## config.mk

```make
export PLATFORM = sky130hd
export DESIGN_NAME = wbAccumCore
export DESIGN_NICKNAME = d
export VERILOG_FILES = /design/src/verilog/busPkg.sv /design/src/verilog/cpuPkg.sv /design/src/verilog/wbAccumCore.sv /design/src/verilog/regResult.sv /design/src/verilog/aluExecute.sv /design/src/verilog/opDecode.sv
export SDC_FILE = /design/constraint.sdc
export NUM_CORES = 1
export LEC_CHECK = 0
export ABC_AREA = 1
export BUFFER_PORTS_ARGS = -buffer_cell sky130_fd_sc_hd__buf_4
export CELL_PAD_IN_SITES_DETAIL_PLACEMENT = 0
export CELL_PAD_IN_SITES_GLOBAL_PLACEMENT = 1
export CORE_ASPECT_RATIO = 1.25
export CORE_UTILIZATION = 42
export DETAILED_ROUTE_END_ITERATION = 10
export GPL_ROUTABILITY_DRIVEN = 0
export PLACE_DENSITY = 0.8
export SKIP_CTS_REPAIR_TIMING = 1
export SLEW_MARGIN = 20
export SYNTH_ARGS = -nofsm -noshare
export SYNTH_HDL_FRONTEND = slang
export SYNTH_SLANG_ARGS = --single-unit
```

## constraint.sdc

```tcl
create_clock -name phi2 -period 3.75 [get_ports phi2]
set_clock_uncertainty 0.05 [all_clocks]
set_input_delay 0.75 -clock phi2 [delete_from_list [all_inputs] [get_ports phi2]]
set_output_delay 0.75 -clock phi2 [all_outputs]
set_load 0.02 [all_outputs]
```

## src/verilog/busPkg.sv

```systemverilog
// Wishbone classic slave map; writes ignore the address, reads return one byte
package busPkg;

    localparam int wbAdrWidth = 2;
    // opcode in the high byte, immediate in the low byte
    localparam int wbDatInWidth = 16;
    localparam int wbDatOutWidth = 8;

    // read address map
    localparam logic [wbAdrWidth-1:0] adrAcc = 2'd0;
    localparam logic [wbAdrWidth-1:0] adrX = 2'd1;
    localparam logic [wbAdrWidth-1:0] adrY = 2'd2;
    localparam logic [wbAdrWidth-1:0] adrStatus = 2'd3;

    // slave handshake states
    typedef enum logic [1:0] {
        busIdle,
        // write in flight through the pipeline
        busExec,
        // read data on the bus, ack high
        busAck
    } busStateT;

endpackage

```

## src/verilog/cpuPkg.sv

```systemverilog
// 6502 immediate and implied subset only; opcodes not listed here execute as a no-op
package cpuPkg;

    // data path width, everything in the core is byte wide
    localparam int dataWidth = 8;

    // status register bit positions, N V 1 0 D I Z C
    localparam int statusN = 7;
    localparam int statusV = 6;
    localparam int statusD = 3;
    localparam int statusI = 2;
    localparam int statusZ = 1;
    localparam int statusC = 0;

    // packed BCD correction constants
    localparam logic [dataWidth-1:0] bcdLowAdjust = 8'h06;
    localparam logic [dataWidth-1:0] bcdHighAdjust = 8'h60;
    // largest legal packed BCD byte
    localparam logic [dataWidth-1:0] bcdMax = 8'h99;

    // supported opcodes, 6502 encodings
    typedef enum logic [7:0] {
        opAdc = 8'h69,
        opSbc = 8'hE9,
        opAnd = 8'h29,
        opOra = 8'h09,
        opEor = 8'h49,
        opCmp = 8'hC9,
        opLda = 8'hA9,
        opLdx = 8'hA2,
        opLdy = 8'hA0,
        opTax = 8'hAA,
        opTay = 8'hA8,
        opTxa = 8'h8A,
        opTya = 8'h98,
        // accumulator form only
        opLsr = 8'h4A,
        opSec = 8'h38,
        opClc = 8'h18,
        opSed = 8'hF8,
        opCld = 8'hD8,
        opSei = 8'h78,
        opCli = 8'h58,
        opClv = 8'hB8
    } opcodeT;

    typedef enum logic [3:0] {
        aluAdd, aluSub, aluAnd, aluOr, aluEor, aluCmp, aluPass, aluShiftRight, aluNone
    } aluOpT;

    // operand source and write-back target share one encoding
    typedef enum logic [2:0] {
        selA, selX, selY, selOperand, selNone
    } regSelT;

    // which status bits an instruction touches
    typedef enum logic [3:0] {
        fcArith, fcLogic, fcCompare, fcLoad, fcShift,
        fcSetC, fcClrC, fcSetD, fcClrD, fcSetI, fcClrI, fcClrV,
        fcNone
    } flagClassT;

endpackage
```

## src/verilog/wbAccumCore.sv

```systemverilog
// Wishbone classic slave; master holds signals until ack, reads ack in 1 cycle, writes in 4
`timescale 1ns/1ps

module wbAccumCore (
    input  logic                             phi2,
    input  logic                             rstN,
    input  logic                             wbCyc,
    input  logic                             wbStb,
    input  logic                             wbWe,
    input  logic [busPkg::wbAdrWidth-1:0]    wbAdr,
    input  logic [busPkg::wbDatInWidth-1:0]  wbDatI,
    output logic [busPkg::wbDatOutWidth-1:0] wbDatO,
    output logic                             wbAck
);
    import cpuPkg::*;
    import busPkg::*;

    busStateT busState;
    logic request;
    logic issue;
    opcodeT instrOp;
    logic [dataWidth-1:0] instrImm;

    // decode stage outputs
    logic decValid;
    aluOpT decAluOp;
    regSelT decSrc;
    regSelT decDst;
    flagClassT decFlags;
    logic [dataWidth-1:0] decOperand;

    // execute stage outputs
    logic exeValid;
    logic [dataWidth-1:0] exeResult;
    logic exeCarry;
    logic exeOvf;
    regSelT exeDst;
    flagClassT exeFlags;

    // committed state
    logic [dataWidth-1:0] accVal;
    logic [dataWidth-1:0] xVal;
    logic [dataWidth-1:0] yVal;
    logic [dataWidth-1:0] statusVal;
    logic commit;

    assign request = wbCyc && wbStb;

    // read ack from the state, write ack on commit unless the master has gone away
    assign wbAck = (busState == busAck)
                || ((busState == busExec) && commit && request);

    always_ff @(posedge phi2 or negedge rstN) begin
        if (!rstN) begin
            busState <= busIdle;
            issue <= 1'b0;
        end else begin
            issue <= 1'b0;
            case (busState)
                busIdle: begin
                    if (request && wbWe) begin
                        issue <= 1'b1;
                        busState <= busExec;
                    end else if (request) begin
                        busState <= busAck;
                    end
                end
                // wait for commit even if cyc drops, keeps one instruction in flight
                busExec: begin
                    if (commit) begin
                        busState <= busIdle;
                    end
                end
                default: busState <= busIdle;
            endcase
        end
    end

    // instruction word and read data, captured when accepted
    always_ff @(posedge phi2) begin
        if ((busState == busIdle) && request && wbWe) begin
            instrOp <= opcodeT'(wbDatI[wbDatInWidth-1 -: dataWidth]);
            instrImm <= wbDatI[dataWidth-1:0];
        end
        if ((busState == busIdle) && request && !wbWe) begin
            case (wbAdr)
                adrAcc: wbDatO <= accVal;
                adrX: wbDatO <= xVal;
                adrY: wbDatO <= yVal;
                adrStatus: wbDatO <= statusVal;
                default: wbDatO <= statusVal;
            endcase
        end
    end

    opDecode decode0 (
        .phi2(phi2), .rstN(rstN), .issue(issue), .opcode(instrOp), .operand(instrImm),
        .decValid(decValid), .aluOp(decAluOp), .srcSel(decSrc), .dstSel(decDst),
        .flagClass(decFlags), .operandOut(decOperand)
    );

    aluExecute execute0 (
        .phi2(phi2), .rstN(rstN), .decValid(decValid), .aluOp(decAluOp),
        .srcSel(decSrc), .dstSel(decDst), .flagClass(decFlags), .operandIn(decOperand),
        .accVal(accVal), .xVal(xVal), .yVal(yVal), .statusVal(statusVal),
        .exeValid(exeValid), .resultVal(exeResult), .carryOut(exeCarry), .ovfOut(exeOvf),
        .dstOut(exeDst), .flagClassOut(exeFlags)
    );

    regResult result0 (
        .phi2(phi2), .rstN(rstN), .exeValid(exeValid), .resultVal(exeResult),
        .carryOut(exeCarry), .ovfOut(exeOvf), .dstSel(exeDst), .flagClass(exeFlags),
        .accVal(accVal), .xVal(xVal), .yVal(yVal), .statusVal(statusVal), .commit(commit)
    );

endmodule

```

## src/verilog/regResult.sv

```systemverilog
// commits one result per exeValid; flags outside the instruction's class keep their value
`timescale 1ns/1ps

module regResult (
    input  logic                         phi2,
    input  logic                         rstN,
    input  logic                         exeValid,
    input  logic [cpuPkg::dataWidth-1:0] resultVal,
    input  logic                         carryOut,
    input  logic                         ovfOut,
    input  cpuPkg::regSelT               dstSel,
    input  cpuPkg::flagClassT            flagClass,
    output logic [cpuPkg::dataWidth-1:0] accVal,
    output logic [cpuPkg::dataWidth-1:0] xVal,
    output logic [cpuPkg::dataWidth-1:0] yVal,
    output logic [cpuPkg::dataWidth-1:0] statusVal,
    output logic                         commit
);
    import cpuPkg::*;

    logic flagN;
    logic flagV;
    logic flagD;
    logic flagI;
    logic flagZ;
    logic flagC;
    logic resNeg;
    logic resZero;

    assign resNeg = resultVal[dataWidth-1];
    assign resZero = (resultVal == '0);

    // architectural registers
    always_ff @(posedge phi2 or negedge rstN) begin
        if (!rstN) begin
            accVal <= '0;
            xVal <= '0;
            yVal <= '0;
            commit <= 1'b0;
        end else begin
            commit <= exeValid;
            if (exeValid) begin
                case (dstSel)
                    selA: accVal <= resultVal;
                    selX: xVal <= resultVal;
                    selY: yVal <= resultVal;
                    // compare and flag ops write no register
                    default: ;
                endcase
            end
        end
    end

    // flag update, per class
    always_ff @(posedge phi2 or negedge rstN) begin
        if (!rstN) begin
            flagN <= 1'b0;
            flagV <= 1'b0;
            flagD <= 1'b0;
            flagI <= 1'b0;
            flagZ <= 1'b0;
            flagC <= 1'b0;
        end else if (exeValid) begin
            case (flagClass)
                fcArith: begin
                    flagN <= resNeg;
                    flagZ <= resZero;
                    flagC <= carryOut;
                    flagV <= ovfOut;
                end
                // N and Z only
                fcLogic, fcLoad: begin
                    flagN <= resNeg;
                    flagZ <= resZero;
                end
                // N Z C, V untouched
                fcCompare, fcShift: begin
                    flagN <= resNeg;
                    flagZ <= resZero;
                    flagC <= carryOut;
                end
                fcSetC: flagC <= 1'b1;
                fcClrC: flagC <= 1'b0;
                fcSetD: flagD <= 1'b1;
                fcClrD: flagD <= 1'b0;
                fcSetI: flagI <= 1'b1;
                fcClrI: flagI <= 1'b0;
                // no set V on the 6502
                fcClrV: flagV <= 1'b0;
                default: ;
            endcase
        end
    end

    // status byte, bit 5 always reads as one, bit 4 (B) not kept
    always_comb begin
        statusVal = 8'h20;
        statusVal[statusN] = flagN;
        statusVal[statusV] = flagV;
        statusVal[statusD] = flagD;
        statusVal[statusI] = flagI;
        statusVal[statusZ] = flagZ;
        statusVal[statusC] = flagC;
    end

endmodule

```

## src/verilog/aluExecute.sv

```systemverilog
// decimal mode applies to ADC and SBC only; BCD results are defined for valid BCD inputs
`timescale 1ns/1ps

module aluExecute (
    input  logic                         phi2,
    input  logic                         rstN,
    input  logic                         decValid,
    input  cpuPkg::aluOpT                aluOp,
    input  cpuPkg::regSelT               srcSel,
    input  cpuPkg::regSelT               dstSel,
    input  cpuPkg::flagClassT            flagClass,
    input  logic [cpuPkg::dataWidth-1:0] operandIn,
    input  logic [cpuPkg::dataWidth-1:0] accVal,
    input  logic [cpuPkg::dataWidth-1:0] xVal,
    input  logic [cpuPkg::dataWidth-1:0] yVal,
    input  logic [cpuPkg::dataWidth-1:0] statusVal,
    output logic                         exeValid,
    output logic [cpuPkg::dataWidth-1:0] resultVal,
    output logic                         carryOut,
    output logic                         ovfOut,
    output cpuPkg::regSelT               dstOut,
    output cpuPkg::flagClassT            flagClassOut
);
    import cpuPkg::*;

    logic [dataWidth-1:0] srcVal;
    logic [dataWidth-1:0] addB;
    logic isSub;
    logic carryIn;
    logic [dataWidth:0] binSum;
    logic [4:0] halfSum;
    logic halfCarry;
    logic binOvf;
    logic decMode;
    logic [dataWidth-1:0] adjSum;
    logic adjCarry;
    logic [dataWidth-1:0] nextResult;
    logic nextCarry;

    // source pick
    always_comb begin
        case (srcSel)
            selA: srcVal = accVal;
            selX: srcVal = xVal;
            selY: srcVal = yVal;
            selOperand: srcVal = operandIn;
            default: srcVal = '0;
        endcase
    end

    // subtract and compare add the inverted operand
    assign isSub = (aluOp == aluSub) || (aluOp == aluCmp);
    assign addB = isSub ? ~srcVal : srcVal;
    // compare ignores C, always a plain A minus operand
    assign carryIn = (aluOp == aluCmp) ? 1'b1 : statusVal[statusC];
    assign binSum = {1'b0, accVal} + {1'b0, addB} + {{dataWidth{1'b0}}, carryIn};
    assign halfSum = {1'b0, accVal[3:0]} + {1'b0, addB[3:0]} + {4'b0000, carryIn};
    assign halfCarry = halfSum[4];

    // same-sign inputs, sum sign flipped
    assign binOvf = (accVal[dataWidth-1] == addB[dataWidth-1])
                 && (accVal[dataWidth-1] != binSum[dataWidth-1]);

    assign decMode = statusVal[statusD] && ((aluOp == aluAdd) || (aluOp == aluSub));

    // decimal adjust on the binary sum
    always_comb begin
        adjSum = binSum[dataWidth-1:0];
        adjCarry = binSum[dataWidth];
        if (decMode && (aluOp == aluAdd)) begin
            if ((binSum[3:0] > 4'd9) || halfCarry) begin
                adjSum = adjSum + bcdLowAdjust;
            end
            // decimal carry also forces C
            if (binSum[dataWidth] || (binSum[dataWidth-1:0] > bcdMax)) begin
                adjSum = adjSum + bcdHighAdjust;
                adjCarry = 1'b1;
            end
        end else if (decMode) begin
            // borrow out of a digit means that digit needs fixing
            if (!halfCarry) begin
                adjSum = adjSum - bcdLowAdjust;
            end
            if (!binSum[dataWidth]) begin
                adjSum = adjSum - bcdHighAdjust;
            end
        end
    end

    // result select, C passes through when the op leaves it alone
    always_comb begin
        nextCarry = statusVal[statusC];
        case (aluOp)
            aluAdd, aluSub, aluCmp: begin
                nextResult = adjSum;
                nextCarry = adjCarry;
            end
            aluAnd: nextResult = accVal & srcVal;
            aluOr: nextResult = accVal | srcVal;
            aluEor: nextResult = accVal ^ srcVal;
            aluShiftRight: begin
                nextResult = {1'b0, srcVal[dataWidth-1:1]};
                nextCarry = srcVal[0];
            end
            aluPass: nextResult = srcVal;
            default: nextResult = srcVal;
        endcase
    end

    always_ff @(posedge phi2 or negedge rstN) begin
        if (!rstN) begin
            exeValid <= 1'b0;
        end else begin
            exeValid <= decValid;
        end
    end

    // hold stage between alu and register commit
    always_ff @(posedge phi2) begin
        if (decValid) begin
            resultVal <= nextResult;
            carryOut <= nextCarry;
            ovfOut <= binOvf;
            dstOut <= dstSel;
            flagClassOut <= flagClass;
        end
    end

endmodule

```

## src/verilog/opDecode.sv

```systemverilog
// registers decoded controls one cycle after issue; unknown opcodes still report valid
`timescale 1ns/1ps

module opDecode (
    input  logic                         phi2,
    input  logic                         rstN,
    input  logic                         issue,
    input  cpuPkg::opcodeT               opcode,
    input  logic [cpuPkg::dataWidth-1:0] operand,
    output logic                         decValid,
    output cpuPkg::aluOpT                aluOp,
    output cpuPkg::regSelT               srcSel,
    output cpuPkg::regSelT               dstSel,
    output cpuPkg::flagClassT            flagClass,
    output logic [cpuPkg::dataWidth-1:0] operandOut
);
    import cpuPkg::*;

    aluOpT nextAluOp;
    regSelT nextSrc;
    regSelT nextDst;
    flagClassT nextFlags;

    // alu operation
    always_comb begin
        case (opcode)
            opAdc: nextAluOp = aluAdd;
            opSbc: nextAluOp = aluSub;
            opAnd: nextAluOp = aluAnd;
            opOra: nextAluOp = aluOr;
            opEor: nextAluOp = aluEor;
            opCmp: nextAluOp = aluCmp;
            // loads and transfers just move the source
            opLda, opLdx, opLdy, opTax, opTay, opTxa, opTya: nextAluOp = aluPass;
            opLsr: nextAluOp = aluShiftRight;
            // flag ops and anything unknown
            default: nextAluOp = aluNone;
        endcase
    end

    // operand source, A is always the other adder input
    always_comb begin
        case (opcode)
            opAdc, opSbc, opAnd, opOra, opEor, opCmp: nextSrc = selOperand;
            opLda, opLdx, opLdy: nextSrc = selOperand;
            opTax, opTay, opLsr: nextSrc = selA;
            opTxa: nextSrc = selX;
            opTya: nextSrc = selY;
            default: nextSrc = selNone;
        endcase
    end

    // write-back target, compare writes nothing
    always_comb begin
        case (opcode)
            opAdc, opSbc, opAnd, opOra, opEor: nextDst = selA;
            opLda, opTxa, opTya, opLsr: nextDst = selA;
            opLdx, opTax: nextDst = selX;
            opLdy, opTay: nextDst = selY;
            default: nextDst = selNone;
        endcase
    end

    // flag update class
    always_comb begin
        case (opcode)
            opAdc, opSbc: nextFlags = fcArith;
            opAnd, opOra, opEor: nextFlags = fcLogic;
            opCmp: nextFlags = fcCompare;
            opLda, opLdx, opLdy, opTax, opTay, opTxa, opTya: nextFlags = fcLoad;
            opLsr: nextFlags = fcShift;
            opSec: nextFlags = fcSetC;
            opClc: nextFlags = fcClrC;
            opSed: nextFlags = fcSetD;
            opCld: nextFlags = fcClrD;
            opSei: nextFlags = fcSetI;
            opCli: nextFlags = fcClrI;
            opClv: nextFlags = fcClrV;
            default: nextFlags = fcNone;
        endcase
    end

    // valid follows issue by one cycle
    always_ff @(posedge phi2 or negedge rstN) begin
        if (!rstN) begin
            decValid <= 1'b0;
        end else begin
            decValid <= issue;
        end
    end

    // decoded fields only matter while decValid is high
    always_ff @(posedge phi2) begin
        if (issue) begin
            aluOp <= nextAluOp;
            srcSel <= nextSrc;
            dstSel <= nextDst;
            flagClass <= nextFlags;
            operandOut <= operand;
        end
    end

endmodule

```

Word-level counts from Yosys, hierarchy flattened
Cells that the tools add are included.

Flip-flop bits (word level): 99. Bits in latches: 0. RAM bits: 0. Memory bits (read-only): 0. Memories: 0.

Add/sub/neg operators: 8. $mul: 0. Div/mod/pow operators: 0. Order comparisons: 2. Equal/unequal tests: 52. Shift-type cells: 0. Multiplexer cells: 31. Bitwise logic cells: 4. Reductions and logical operators: 47.

Operator list (number): == test 8 bit, second input constant (12); two-way mux 8 bit (10); case mux 8 bit (4 select lines) (2); case mux 4 bit (12 select lines) (1); == test 8 x 7 -> 1 bit, second input constant (5); case mux 8 bit (5 select lines) (1); case mux 4 bit (8 select lines) (1); == test 4 x 3 -> 1 bit, second input constant (7); AND reduction 2 bit (9); OR reduction 9 bit (2); == test 4 x 2 -> 1 bit, second input constant (4); == test 4 bit, second input constant (4); == test 8 x 6 -> 1 bit, second input constant (2); case mux 3 bit (4 select lines) (1); OR reduction 3 bit (4); logical AND 1 bit (10); adder 8 x 8 -> 9 bit (1); adder 9 x 1 -> 9 bit (1); == test 3 x 2 -> 1 bit, second input constant (3); case mux 3 bit (3 select lines) (1); adder 8 x 3 -> 8 bit, second input constant (1); adder 8 x 7 -> 8 bit, second input constant (1); bitwise AND 8 bit (1); == test 4 x 1 -> 1 bit, second input constant (2); other kinds (34) (58).

Logic depth before layout (Yosys ltp)
Gate-level depths: netlist of the first run.

Word-level depth: 15. Gate-level depth with buffers: 25. Mapped depth without buffers: 24.

By module
Synthesis of the first run repeated with hierarchy kept, for this count alone.

Cell total of the unflattened synthesis: 739. Area, all modules: 6351.1 µm².

By module, submodules not included: aluExecute (times used 1, cells each 375, area an instance 2630.0 µm²); regResult (times used 1, cells each 155, area an instance 1471.4 µm²); opDecode (times used 1, cells each 121, area an instance 1128.6 µm²); wbAccumCore (times used 1, cells each 88, area an instance 1121.1 µm²).

Worst setup path after synthesis of the first run
Ideal clock, no wire load.

Kind: register to register. From: register decode0.srcSel[1]. To: register execute0.resultVal[7] (netlist bit), data pin. Setup time: 0.263 ns. Arrival time: 3.538 ns. Data required time: 3.437 ns. Setup slack: -0.101 ns. Cell stages (with the launch flop): 25. Path through: edfxtp_1 > nor2_2 > nand2_1 > o21ai_0 > nor2_1 > xor2_1 > fa_1 > fa_1 > inv_1 > nand2_2 > nand2_4 > inv_1 > ha_1 > inv_1 > nand3_2 > xnor2_2 > ha_1 > nor2_1 > inv_1 > nand2_1 > nand3_1 > nand2_1 > nand3_1 > nand3_1 > nand3_1.

Longest elaborated chain between the ends: 15. Elaborated cells on any way between the ends: 32.

Ends and longest elaborated chain: start: declaration (line opDecode.sv:12) `output cpuPkg::regSelT srcSel,`; start signal: assignment (line opDecode.sv:96) `srcSel <= nextSrc;`; == test 3 x 2 -> 1 bit (tied with other cells) (line aluExecute.sv:42) `case (srcSel)`; case mux 8 bit (4 select lines) (*) (line aluExecute.sv:42); NOT 8 bit (line aluExecute.sv:53) `assign addB = isSub ? ~srcVal : srcVal;`; two-way mux 8 bit (line aluExecute.sv:53); adder 8 x 8 -> 9 bit (line aluExecute.sv:56) `assign binSum = {1'b0, accVal} + {1'b0, addB} + {{dataWidth{1'b0}}, carryIn};`; adder 9 x 1 -> 9 bit (line aluExecute.sv:56); subtractor 8 x 3 -> 8 bit (line aluExecute.sv:82) `adjSum = adjSum - bcdLowAdjust;`; two-way mux 8 bit (line aluExecute.sv:81) `if (!halfCarry) begin`; two-way mux 8 bit (line aluExecute.sv:79) `end else if (decMode) begin`; two-way mux 8 bit (line aluExecute.sv:70) `if (decMode && (aluOp == aluAdd)) begin`; subtractor 8 x 7 -> 8 bit (line aluExecute.sv:85) `adjSum = adjSum - bcdHighAdjust;`; two-way mux 8 bit (line aluExecute.sv:84) `if (!binSum[dataWidth]) begin`; two-way mux 8 bit (line aluExecute.sv:79); two-way mux 8 bit (line aluExecute.sv:70); case mux 8 bit (5 select lines) (*) (line aluExecute.sv:93) `case (aluOp)`; via execute0.nextResult[7] (line aluExecute.sv:37) `logic [dataWidth-1:0] nextResult;`; end signal: assignment (line aluExecute.sv:121) `resultVal <= nextResult;`; end: declaration (line aluExecute.sv:18) `output logic [cpuPkg::dataWidth-1:0] resultVal,`.

The timed path passes the listed nets; every way through them passes the cells marked *. The select of a mux whose other input is x is not followed. A chain may end at the register's enable or synchronous reset.

Final worst setup path of the first run
From: register decode0.srcSel[2]. To: register execute0.resultVal[7] (netlist bit), data pin.

The elaborated chain is that of the path after synthesis.

==> impl_metrics.py, run 1 <==
metrics = {
    "run_status": {
        "status": "finished with violations",
        "violations": "negative setup slack",
    },
    "clock_tree": {
        "clk_path_buf_depth": 2,
        "cts_tree": "built",
        "root_buffer": "clkbuf_16",
        "numClockSinks": 99,
        "cts_buffers": 9,
        "clkSlewWorstSetupHoldPaths_ns": 0.07,
        "clock_latency_ns": 0.34,
        "h-tree-depth": 3,
    },
    "synth": {
        "synth.ff_latch_count": 99,
        "synth_area_leaders": "edfxtp_1 (32%), dfrtp_1 (15%), nand2_1 (7.9%), inv_1 (7.7%), ha_1 (5.8%)",
        "yosys_warnings": 0,
        "yosysSeqAreaShare_pct": 47.7,
        "muxShareOfSynthArea_pct": 0,
        "synth_simple_gate_area_share_pct": 22.5,
        "synth_top_family_by_area": "simple AND/OR/NAND/NOR gates",
        "ys.flop_type": "edfxtp_1",
        "syn_area_per_cell_um2": 8.71,
        "synthArstFlopShare_pct": 36.4,
        "synth-compound-area-share_pct": 12.5,
        "synth_top_area_cell": "edfxtp_1",
        "syn-cell-area_um2": 5860,
        "ys_types": 47,
        "synthAdderAreaFrac_pct": 6.45,
        "synthCells": 673,
        "synth_top_area_share_pct": 32.3,
        "synth_edf_count": 63,
        "synth_nets": 725,
        "synthXorXnorAreaFrac_pct": 2.39,
    },
    "worst_setup_path": {
        "crit_required_ns": 3.78,
        "crit_slowest_cell": "fa_2",
        "crit_start": "decode0.srcSel[2]",
        "endpoint_kind": "flop",
        "r2r_slack_ns": -0.10,
        "cp-endpoint": "execute0.resultVal[7]",
        "start_kind": "flop",
        "crit_type": "flop to flop",
        "critPathMaxFanout": 4,
        "cp_common_cell": "nand3_2",
        "r2r_cells": 21,
        "worst_ep_arrival_time_ns": 3.89,
        "max_stage_delay_ns": 0.62,
        "path_cells": "inv_2 > nand3_4 > o22ai_4 > nor2_4 > xor2_2 > fa_2 > fa_2 > clkinvlp_4 > nand2_4 > nand3_4 > inv_1 > nand3_2 > xor2_2 > inv_1 > ha_4 > inv_1 > nand2_1 > nand3_1 > nand3_2 > nand3_2 > nand3_2",
        "reg2reg_from": "decode0.srcSel[2]",
        "r2r_end": "execute0.resultVal[7]",
    },
    "route": {
        "ant_nets": 0,
        "drcViolationCount": 0,
        "routed_via_density": 5.40,
        "wire_per_inst_um": 16.4,
        "drtIter0Drc": 278,
        "routed_wl_mm": 15.1,
        "drt-pass1-iter-count": 5,
        "vias": 4957,
    },
    "floorplan": {
        "die_area_um2": 14400,
        "start_util_pct": 43.7,
        "coreArea_um2": 13400,
        "pin_count": 32,
        "num_rows": 47,
        "die_w_um": 108,
        "die_h_um": 134,
    },
    "sta": {
        "layout_setup_ws_ns": -0.101,
        "hold_viol_final": 0,
        "fin_crit_ns": 3.85,
        "fin_worst_hold_slack_ns": 0.324,
        "clock.fmax_mhz": 260,
        "report.final.slew_viol_count": 0,
        "slew_headroom_pct": 38.0,
        "setup_viol_count_final": 3,
        "fin_crit_sh_pct": 103,
        "worst_slew_pin_slew_ns": 0.930,
        "rsz0062_at_grt": "yes",
    },
    "cells_and_area": {
        "num_antenna_cells": 0,
        "fin_nets": 794,
        "area_growth_pct": 20.1,
        "drive_gt1_share_pct": 21.0,
    },
    "placement": {
        "dp_slack_ns": -0.0983,
        "dp_hpwl_mm": 11.4,
        "place.port_buffers": 31,
    },
    "power": {
        "powerDensity_nw_per_um2": 299,
        "leakage_nw": 3.13,
        "ir_drop_mv": 0.279,
    },
    "grt": {
        "grt_pass1_wl_mm": 24.5,
        "track_usage_pct": 21.9,
        "grt_antenna_before_repair": 0,
        "grt_start_max_net_pins": 37,
        "grt_pass1_vias": 4906,
        "grt.overflow.total": 0,
    },
    "job": {
        "drv_cap": 0,
    },
    "min_path": {
        "hp-class": "input pin to asynchronous set/reset pin",
    },
}
-- cells in the mapped netlist (all sizes together), types with 3 or more instances --
master	instances
inv	126
buf	3
nor4	4
o221ai	3
o2111ai	5
o21ai	42
a311oi	7
ha	27
nor3	7
edfxtp	63
dfrtp	36
a21oi	20
nand3	57
nor2	65
nand4	8
clkbuf	3
xor2	12
o211ai	6
o22ai	23
nand2	139
-- state kept, by name, indices dropped and copies added (netlist names), 2 cells and up --
signal and flops:
instrOp 8, instrImm 8, decode0.aluOp 4, result0.xVal 8
result0.accVal 8, result0.yVal 8, decode0.dstSel 3, decode0.flagClass 4
execute0.dstOut 3, execute0.resultVal 8, execute0.flagClassOut 4, decode0.srcSel 3
wbDatO 8, decode0.operandOut 8, busState 2
-- per-layer routing --
metal / part of all wire (%) / vias up / wire length, µm / track usage, %
met1: 41 / 2365 / 6170 / 26.9
met5: 0 / - / 0 / 0
met3: 4.4 / 25 / 661 / 2.87
met2: 52 / 167 / 7850 / 38.6
li1: - / 2400 / - / -
met4: 2.6 / 0 / 395 / 8.52
-- metrics by stage --
step / instance area, µm² / util (%) / total power [mW] / setup TNS (ns) / instances
floorplan: 5880 / - / 1.18 / 0 / 673
global placement: 6480 / 48.4 / 1.21 / 0 / 893
detailed placement: 6480 / 48.4 / 1.21 / -0.0983 / 893
CTS: 6780 / 50.6 / 2.12 / -0.124 / 909
global route: 7040 / 52.5 / 2.16 / -0.651 / 918
finish: 7040 / 52.5 / 2.11 / -0.208 / 918
-- cells in the final DEF (no fill, tap or decap), drive strengths merged, types with 8 or more instances in the layout --
master	count
a21oi	20
clkbuf	12
nand4	8
o21ai	42
buf	64
nand3	57
nor2	65
nand2	139
ha	27
edfxtp	63
xor2	12
inv	128
dfrtp	36
o22ai	23
-- final cells by class --
type / instances / area, µm²
sequential: 99 / 2790
timing repair buffer: 64 / 484
multi-input combinational: 442 / 2770
tap: 171 / 214
clock inverter: 4 / 28.8
clock buffer: 12 / 268
inverter: 126 / 477
fill: 1260 / 6370
-- worst max-delay path, delay by kind of cell, from the launching register on --
kind            cells  cell delay (ns)
simple gates       10             0.80
compound gates      1             0.20
fa+ha+maj           3             1.21
flops               1             0.45
buf+inv             5             0.51
xor+xnor            2             0.34
-- cell families (layout without fill, tap and decap cells) --
group           count (synthesis)  count (layout)
flops                          99              99
fa+ha+maj                      29              29
simple gates                  283             283
xor+xnor                       13              13
compound gates                117             117
buf+inv                       132             206
-- where the power goes --
part	switching (mW)	internal, mW
logic	0.0192	0.0165
clock network	0.405	0.513
registers	0	1.15
total	0.424	1.68
-- how the worst min path moves through the flow --
stage | startpoint | endpoint | depth (start not counted)
global route | rstN | issue | 1
global placement | instrImm[2] | decode0.operandOut[2] | 0
detailed placement | instrImm[4] | decode0.operandOut[4] | 0
CTS | rstN | result0.commit | 1
floorplan | execute0.exeValid | result0.commit | 0
finish | rstN | result0.commit | 1
Power figures use the tool's default switching activity.
==> run 2: changes to the inputs <==
--- a/config.mk
+++ b/config.mk
@@ -11,6 +11,7 @@
 export CELL_PAD_IN_SITES_GLOBAL_PLACEMENT = 1
 export CORE_ASPECT_RATIO = 1.25
 export CORE_UTILIZATION = 42
+export CTS_BUF_LIST = sky130_fd_sc_hd__clkbuf_2 sky130_fd_sc_hd__clkbuf_4 sky130_fd_sc_hd__clkbuf_8
 export DETAILED_ROUTE_END_ITERATION = 10
 export GPL_ROUTABILITY_DRIVEN = 0
 export PLACE_DENSITY = 0.8
==> run 2 against run 1 <==
Net effect: the flow still finishes with violations (negative setup slack); die area stayed put; critical path depth stayed put; sequential power hardly changed; critical path type unchanged; critical endpoint unchanged; highest routed layer unchanged.
==> impl_metrics.py, run 2 (synthesis results as in run 1) <==
metrics = {
    "cells_and_area": {
        "drive_gt1_share_pct": 21.2,
        "n_fill_cell": 1273,
        "regArea_um2": 2790,
        "num_antenna_cells": 0,
        "final_common_cell": "nand2_1",
        "layout_common_cells": "nand2_1 (120), inv_1 (114), edfxtp_1 (63), buf_4 (63), nor2_1 (55)",
        "multi_input_area_um2": 2770,
        "fin_nets": 794,
        "area_growth_pct": 18.5,
    },
    "min_path": {
        "hp-class": "input pin to asynchronous set/reset pin",
    },
    "placement": {
        "place.port_buffers": 31,
        "dp_slack_ns": -0.0983,
        "dp_hpwl_mm": 11.4,
    },
    "sta": {
        "slew_headroom_pct": 39.4,
        "clock.fmax_mhz": 259,
        "setup_viol_count_final": 3,
        "fin_crit_sh_pct": 103,
        "layout_setup_ws_ns": -0.111,
        "rsz0062_at_grt": "yes",
        "report.final.slew_viol_count": 0,
        "worst_slew_pin_slew_ns": 0.908,
        "hold_viol_final": 0,
        "fin_crit_ns": 3.86,
    },
    "clock_tree": {
        "h-tree-depth": 3,
        "clock_latency_ns": 0.37,
        "clkSlewWorstSetupHoldPaths_ns": 0.10,
        "cts_tree": "built",
        "clk_path_buf_depth": 2,
        "numClockSinks": 99,
        "cts_buffers": 9,
        "root_buffer": "clkbuf_8",
    },
    "worst_setup_path": {
        "start_kind": "flop",
        "endpoint_kind": "flop",
        "path_cells": "inv_2 > nand3_4 > o22ai_4 > nor2_4 > xor2_2 > fa_2 > fa_2 > clkinvlp_4 > nand2_4 > nand3_4 > inv_1 > nand3_2 > xor2_2 > inv_1 > ha_4 > inv_1 > nand2_1 > nand3_1 > nand3_2 > nand3_2 > nand3_2",
        "crit_slowest_cell": "fa_2",
        "critPathMaxFanout": 4,
        "crit_required_ns": 3.81,
        "crit_type": "flop to flop",
        "cp_common_cell": "nand3_2",
        "max_stage_delay_ns": 0.62,
        "worst_ep_arrival_time_ns": 3.92,
    },
    "route": {
        "drt-pass1-iter-count": 5,
        "wire_per_inst_um": 16.4,
        "vias": 4994,
        "routed_via_density": 5.44,
        "drtIter0Drc": 356,
        "ant_nets": 0,
        "routed_wl_mm": 15.1,
        "drcViolationCount": 0,
    },
    "job": {
        "drv_cap": 0,
    },
    "grt": {
        "grt_pass1_wl_mm": 24.3,
        "grt.overflow.total": 0,
        "track_usage_pct": 21.8,
        "grt_start_max_net_pins": 37,
        "grt_pass1_vias": 4889,
        "grt_antenna_before_repair": 0,
    },
    "floorplan": {
        "die_area_um2": 14400,
        "num_rows": 47,
        "coreArea_um2": 13400,
        "die_w_um": 108,
        "pin_count": 32,
        "start_util_pct": 43.7,
        "die_h_um": 134,
    },
    "run_status": {
        "violations": "negative setup slack",
        "status": "finished with violations",
    },
    "power": {
        "powerDensity_nw_per_um2": 274,
        "total_power_mw": 1.91,
        "leakage_nw": 3.09,
        "ir_drop_mv": 0.271,
    },
}
## run 2: area by class of cell
cell class	count	share of cell area (%)
clock buffer	11	2.09
clock inverter	5	0.847
inverter	126	6.86
multi-input combinational	442	39.9
sequential	99	40.2
tap	171	3.08
timing repair buffer	64	6.97
## run 2: final timing paths
kind / from / cells past startpoint / end / slack [ns]
min in group phi2: execute0.exeValid / 0 / result0.commit / 0.37
max in group asynchronous: rstN / 1 / result0.flagC / 3.03
max: decode0.srcSel[2] / 21 / execute0.resultVal[7] / -0.11
min: rstN / 1 / result0.commit / 0.28
min reg2reg: execute0.exeValid / 0 / result0.commit / 0.37
max reg2reg: decode0.srcSel[2] / 21 / execute0.resultVal[7] / -0.11
## run 2: power by group
group | switching [mW] | internal [mW]
combinational | 0.0192 | 0.0165
sequential | 0 | 1.15
clock | 0.378 | 0.339
## run 2: critical path, delay by kind of cell (launching register included)
family	cells	cell delay (ns)
buf+inv	5	0.50
xor+xnor	2	0.34
compound gates	1	0.21
flops	1	0.46
simple gates	10	0.81
fa+ha+maj	3	1.21
## run 2: routing by layer
metal	GRT usage (%)	up-vias	routed length [µm]
li1	-	2403	-
met1	26.8	2397	6240
met2	38.7	172	7830
met3	2.96	22	669
met4	7.84	0	334
met5	0	-	0
## run 2: per-stage QoR
| stage | std cells | hold WS, ns | util, % | area [µm²] | setup TNS [ns] |
|---|---|---|---|---|---|
| floorplan | 673 | 0.304 | - | 5880 | 0 |
| global route | 918 | 0.305 | 51.8 | 6940 | -0.672 |
| global placement | 893 | 0.351 | 48.4 | 6480 | 0 |
| detailed placement | 893 | 0.356 | 48.4 | 6480 | -0.0983 |
| CTS | 909 | 0.292 | 49.9 | 6690 | -0.125 |
| finish | 918 | 0.285 | 51.8 | 6940 | -0.231 |
==> run 3: changes to the inputs <==
--- a/config.mk
+++ b/config.mk
@@ -15,8 +15,9 @@
 export DETAILED_ROUTE_END_ITERATION = 10
 export GPL_ROUTABILITY_DRIVEN = 0
 export PLACE_DENSITY = 0.8
-export SKIP_CTS_REPAIR_TIMING = 1
+export REMOVE_ABC_BUFFERS = 1
 export SLEW_MARGIN = 20
 export SYNTH_ARGS = -nofsm -noshare
 export SYNTH_HDL_FRONTEND = slang
+export SYNTH_HIERARCHICAL = 1
 export SYNTH_SLANG_ARGS = --single-unit
==> run 3 against run 2 <==
Net effect: the run now ends clean; core utilization fell by 1.7 points; sequential share of layout area fell by 2.0 points; maximum frequency rose by 6.3%; largest cell class is now multi-input gates; clock power barely moved; area after synthesis rose by 8.4%; design area rose by 5.4%; combinational power rose by 11%; total power barely moved.
==> impl_metrics.py, run 3 <==
metrics = {
    "route": {
        "drtIter0Drc": 310,
        "wire_per_inst_um": 16.0,
        "routed_via_density": 5.32,
        "drt-pass1-iter-count": 7,
        "ant_nets": 0,
        "vias": 5242,
        "drcViolationCount": 0,
        "routed_wl_mm": 15.8,
    },
    "clock_tree": {
        "cts_tree": "built",
        "clkSlewWorstSetupHoldPaths_ns": 0.11,
        "holdBufCountCts": 0,
        "h-tree-depth": 3,
        "root_buffer": "clkbuf_8",
        "cts_buffers": 9,
        "clk_path_buf_depth": 2,
        "numClockSinks": 99,
        "clock_latency_ns": 0.38,
    },
    "cells_and_area": {
        "final_cells": 985,
        "final_common_cell": "nand2_1",
        "multi_input_area_um2": 3160,
        "num_antenna_cells": 0,
        "drive_gt1_share_pct": 24.0,
        "n_fill_cell": 1393,
        "regArea_um2": 2790,
        "layout_common_cells": "nand2_1 (145), inv_1 (93), buf_4 (70)",
        "fin_nets": 855,
        "area_growth_pct": 15.2,
    },
    "synth": {
        "ys.flop_type": "edfxtp_1",
        "synthArstFlopShare_pct": 36.4,
        "yosysSeqAreaShare_pct": 44.0,
        "syn_area_per_cell_um2": 8.59,
        "synthCells": 739,
        "ys_types": 46,
        "syn-cell-area_um2": 6350,
        "synth_top_area_cell": "edfxtp_1",
        "synth_top_area_share_pct": 29.8,
        "post-synth-top-count-cell": "nand2_1",
        "synth_edf_count": 63,
        "yosys-top-cells-count": "nand2_1 (149), inv_1 (102), nand3_1 (73)",
        "synth.ff_latch_count": 99,
        "synth_area_leaders": "edfxtp_1 (30%), dfrtp_1 (14%), nand2_1 (8.8%), inv_1 (6.0%), nand3_1 (5.8%)",
        "yosys_warnings": 6,
    },
    "power": {
        "powerDensity_nw_per_um2": 261,
        "total_power_mw": 1.91,
        "ir_drop_mv": 0.237,
        "leakage_nw": 3.26,
    },
    "run_status": {
        "status": "finished, final reports clean",
    },
    "placement": {
        "place_inst": 963,
        "dp_slack_ns": -0.137,
        "dp_hpwl_mm": 12.1,
        "place.port_buffers": 31,
    },
    "job": {
        "drv_cap": 0,
    },
    "sta": {
        "rsz0062_at_grt": "yes",
        "hold_viol_final": 0,
        "report.final.slew_viol_count": 0,
        "worst_slew_pin_slew_ns": 0.942,
        "slew_headroom_pct": 37.2,
        "fin_crit_ns": 3.63,
        "setup_viol_count_final": 0,
        "fin_worst_hold_slack_ns": 0.252,
        "layout_setup_ws_ns": 0.117,
        "fin_crit_sh_pct": 96.9,
        "clock.fmax_mhz": 275,
        "tns_ns": 0,
    },
    "floorplan": {
        "pin_count": 32,
        "die_area_um2": 15600,
        "coreArea_um2": 14600,
        "num_rows": 49,
        "start_util_pct": 43.5,
        "die_w_um": 112,
        "die_h_um": 139,
    },
    "grt": {
        "grt.overflow.total": 0,
        "grt_antenna_before_repair": 0,
        "grt_start_max_net_pins": 37,
        "grtUsageMet1_pct": 24.1,
        "track_usage_pct": 20.8,
        "grtUsageMet2_pct": 36.3,
        "grt-busiest-layer": "met2",
        "grt_use_met3_pct": 4.05,
        "grt_pass1_wl_mm": 25.1,
        "grt_pass1_vias": 5069,
    },
    "worst_setup_path": {
        "crit_required_ns": 3.83,
        "crit_start": "decode0/srcSel[2]",
        "path_cells": "nor2_2 > nand2_1 > o21ai_1 > nor2_1 > xor2_1 > fa_2 > fa_2 > xnor2_2 > buf_4 > nand2_4 > nand3_4 > inv_2 > nand3_2 > xor2_2 > inv_2 > ha_4 > o211ai_1 > nand3_1 > nand3_2",
        "start_kind": "flop",
        "r2r_cells": 19,
        "reg2reg_from": "decode0/srcSel[2]",
        "worst_ep_arrival_time_ns": 3.71,
        "max_stage_delay_ns": 0.43,
        "r2r_end": "execute0/resultVal[6]",
        "endpoint_kind": "flop",
        "r2r_slack_ns": 0.12,
        "crit_type": "flop to flop",
        "cp-endpoint": "execute0/resultVal[6]",
        "crit_slowest_cell": "edfxtp_1",
        "critPathMaxFanout": 4,
    },
    "min_path": {
        "hp-class": "input pin to asynchronous set/reset pin",
    },
}
## run 3: worst min path at each step
| stage | start | to | slack [ns] | cells past startpoint |
|---|---|---|---|---|
| 2_1_floorplan | instrImm[0] | decode0/operandOut[0] | 0.35 | 0 |
| 3_3_place_gp | decode0/dstSel[1] | execute0/dstOut[1] | 0.35 | 0 |
| 3_5_place_dp | decode0/flagClass[1] | execute0/flagClassOut[1] | 0.35 | 0 |
| 4_1_cts | rstN | result0/xVal[4] | 0.25 | 1 |
| 5_1_grt | rstN | result0/xVal[4] | 0.27 | 1 |
| 6_report | rstN | result0/xVal[4] | 0.25 | 1 |
## run 3: timing repair
item / in CTS / in global routing
pin swaps: 3 / 24
resized for setup: 4 / 46
endpoints found under the setup margin: 3 / 4
setup buffers: 1 / 5
## run 3: through the flow
step                      area (µm²)  util (%)
after detailed placement        6890      47.2
final                           7320      50.1
after global placement          6890      47.2
after CTS                       7110      48.7
after global routing            7320      50.1
after floorplan                 6190         -
## run 3: area by class of cell
class | count | area share, %
clock buffers | 10 | 1.88
clock inverters | 6 | 0.889
well taps | 178 | 3.04
multi-input cells | 512 | 43.2
inverters | 110 | 5.64
repair buffers | 70 | 7.18
flip-flops and latches | 99 | 38.2
## run 3: cells by family after synthesis
kind of cell / count (synthesis) / synth area share (%)
adders and majority gates: 30 / 6.15
and+or+nand+nor: 359 / 27.5
other: 2 / 0.118
DFF: 99 / 44.0
AOI/OAI and AO/OA: 109 / 11.2
xor gates and xnor gates: 12 / 2.01
buffers and inverters: 128 / 9.06
## run 3: metal layers
layer,vias to the layer above,routed length (µm)
met3,37,837
met1,2464,6280
met5,-,0
li1,2587,-
met2,154,7940
met4,0,706
## run 3: worst max-delay path: cells and delay by family (launching register included)
family          cells  cell delay [ns]
fa+ha+maj           3             1.06
simple gates        8             0.79
xor+xnor            3             0.55
flops               1             0.43
buf+inv             3             0.30
compound gates      2             0.21
## run 3: power breakdown
| part | switching (mW) | leakage [nW] | internal (mW) |
|---|---|---|---|
| sequential | 0 | 1.03 | 1.15 |
| clock | 0.432 | 0.104 | 0.282 |
| combinational | 0.0231 | 2.13 | 0.0165 |
| total | 0.455 | 3.26 | 1.45 |
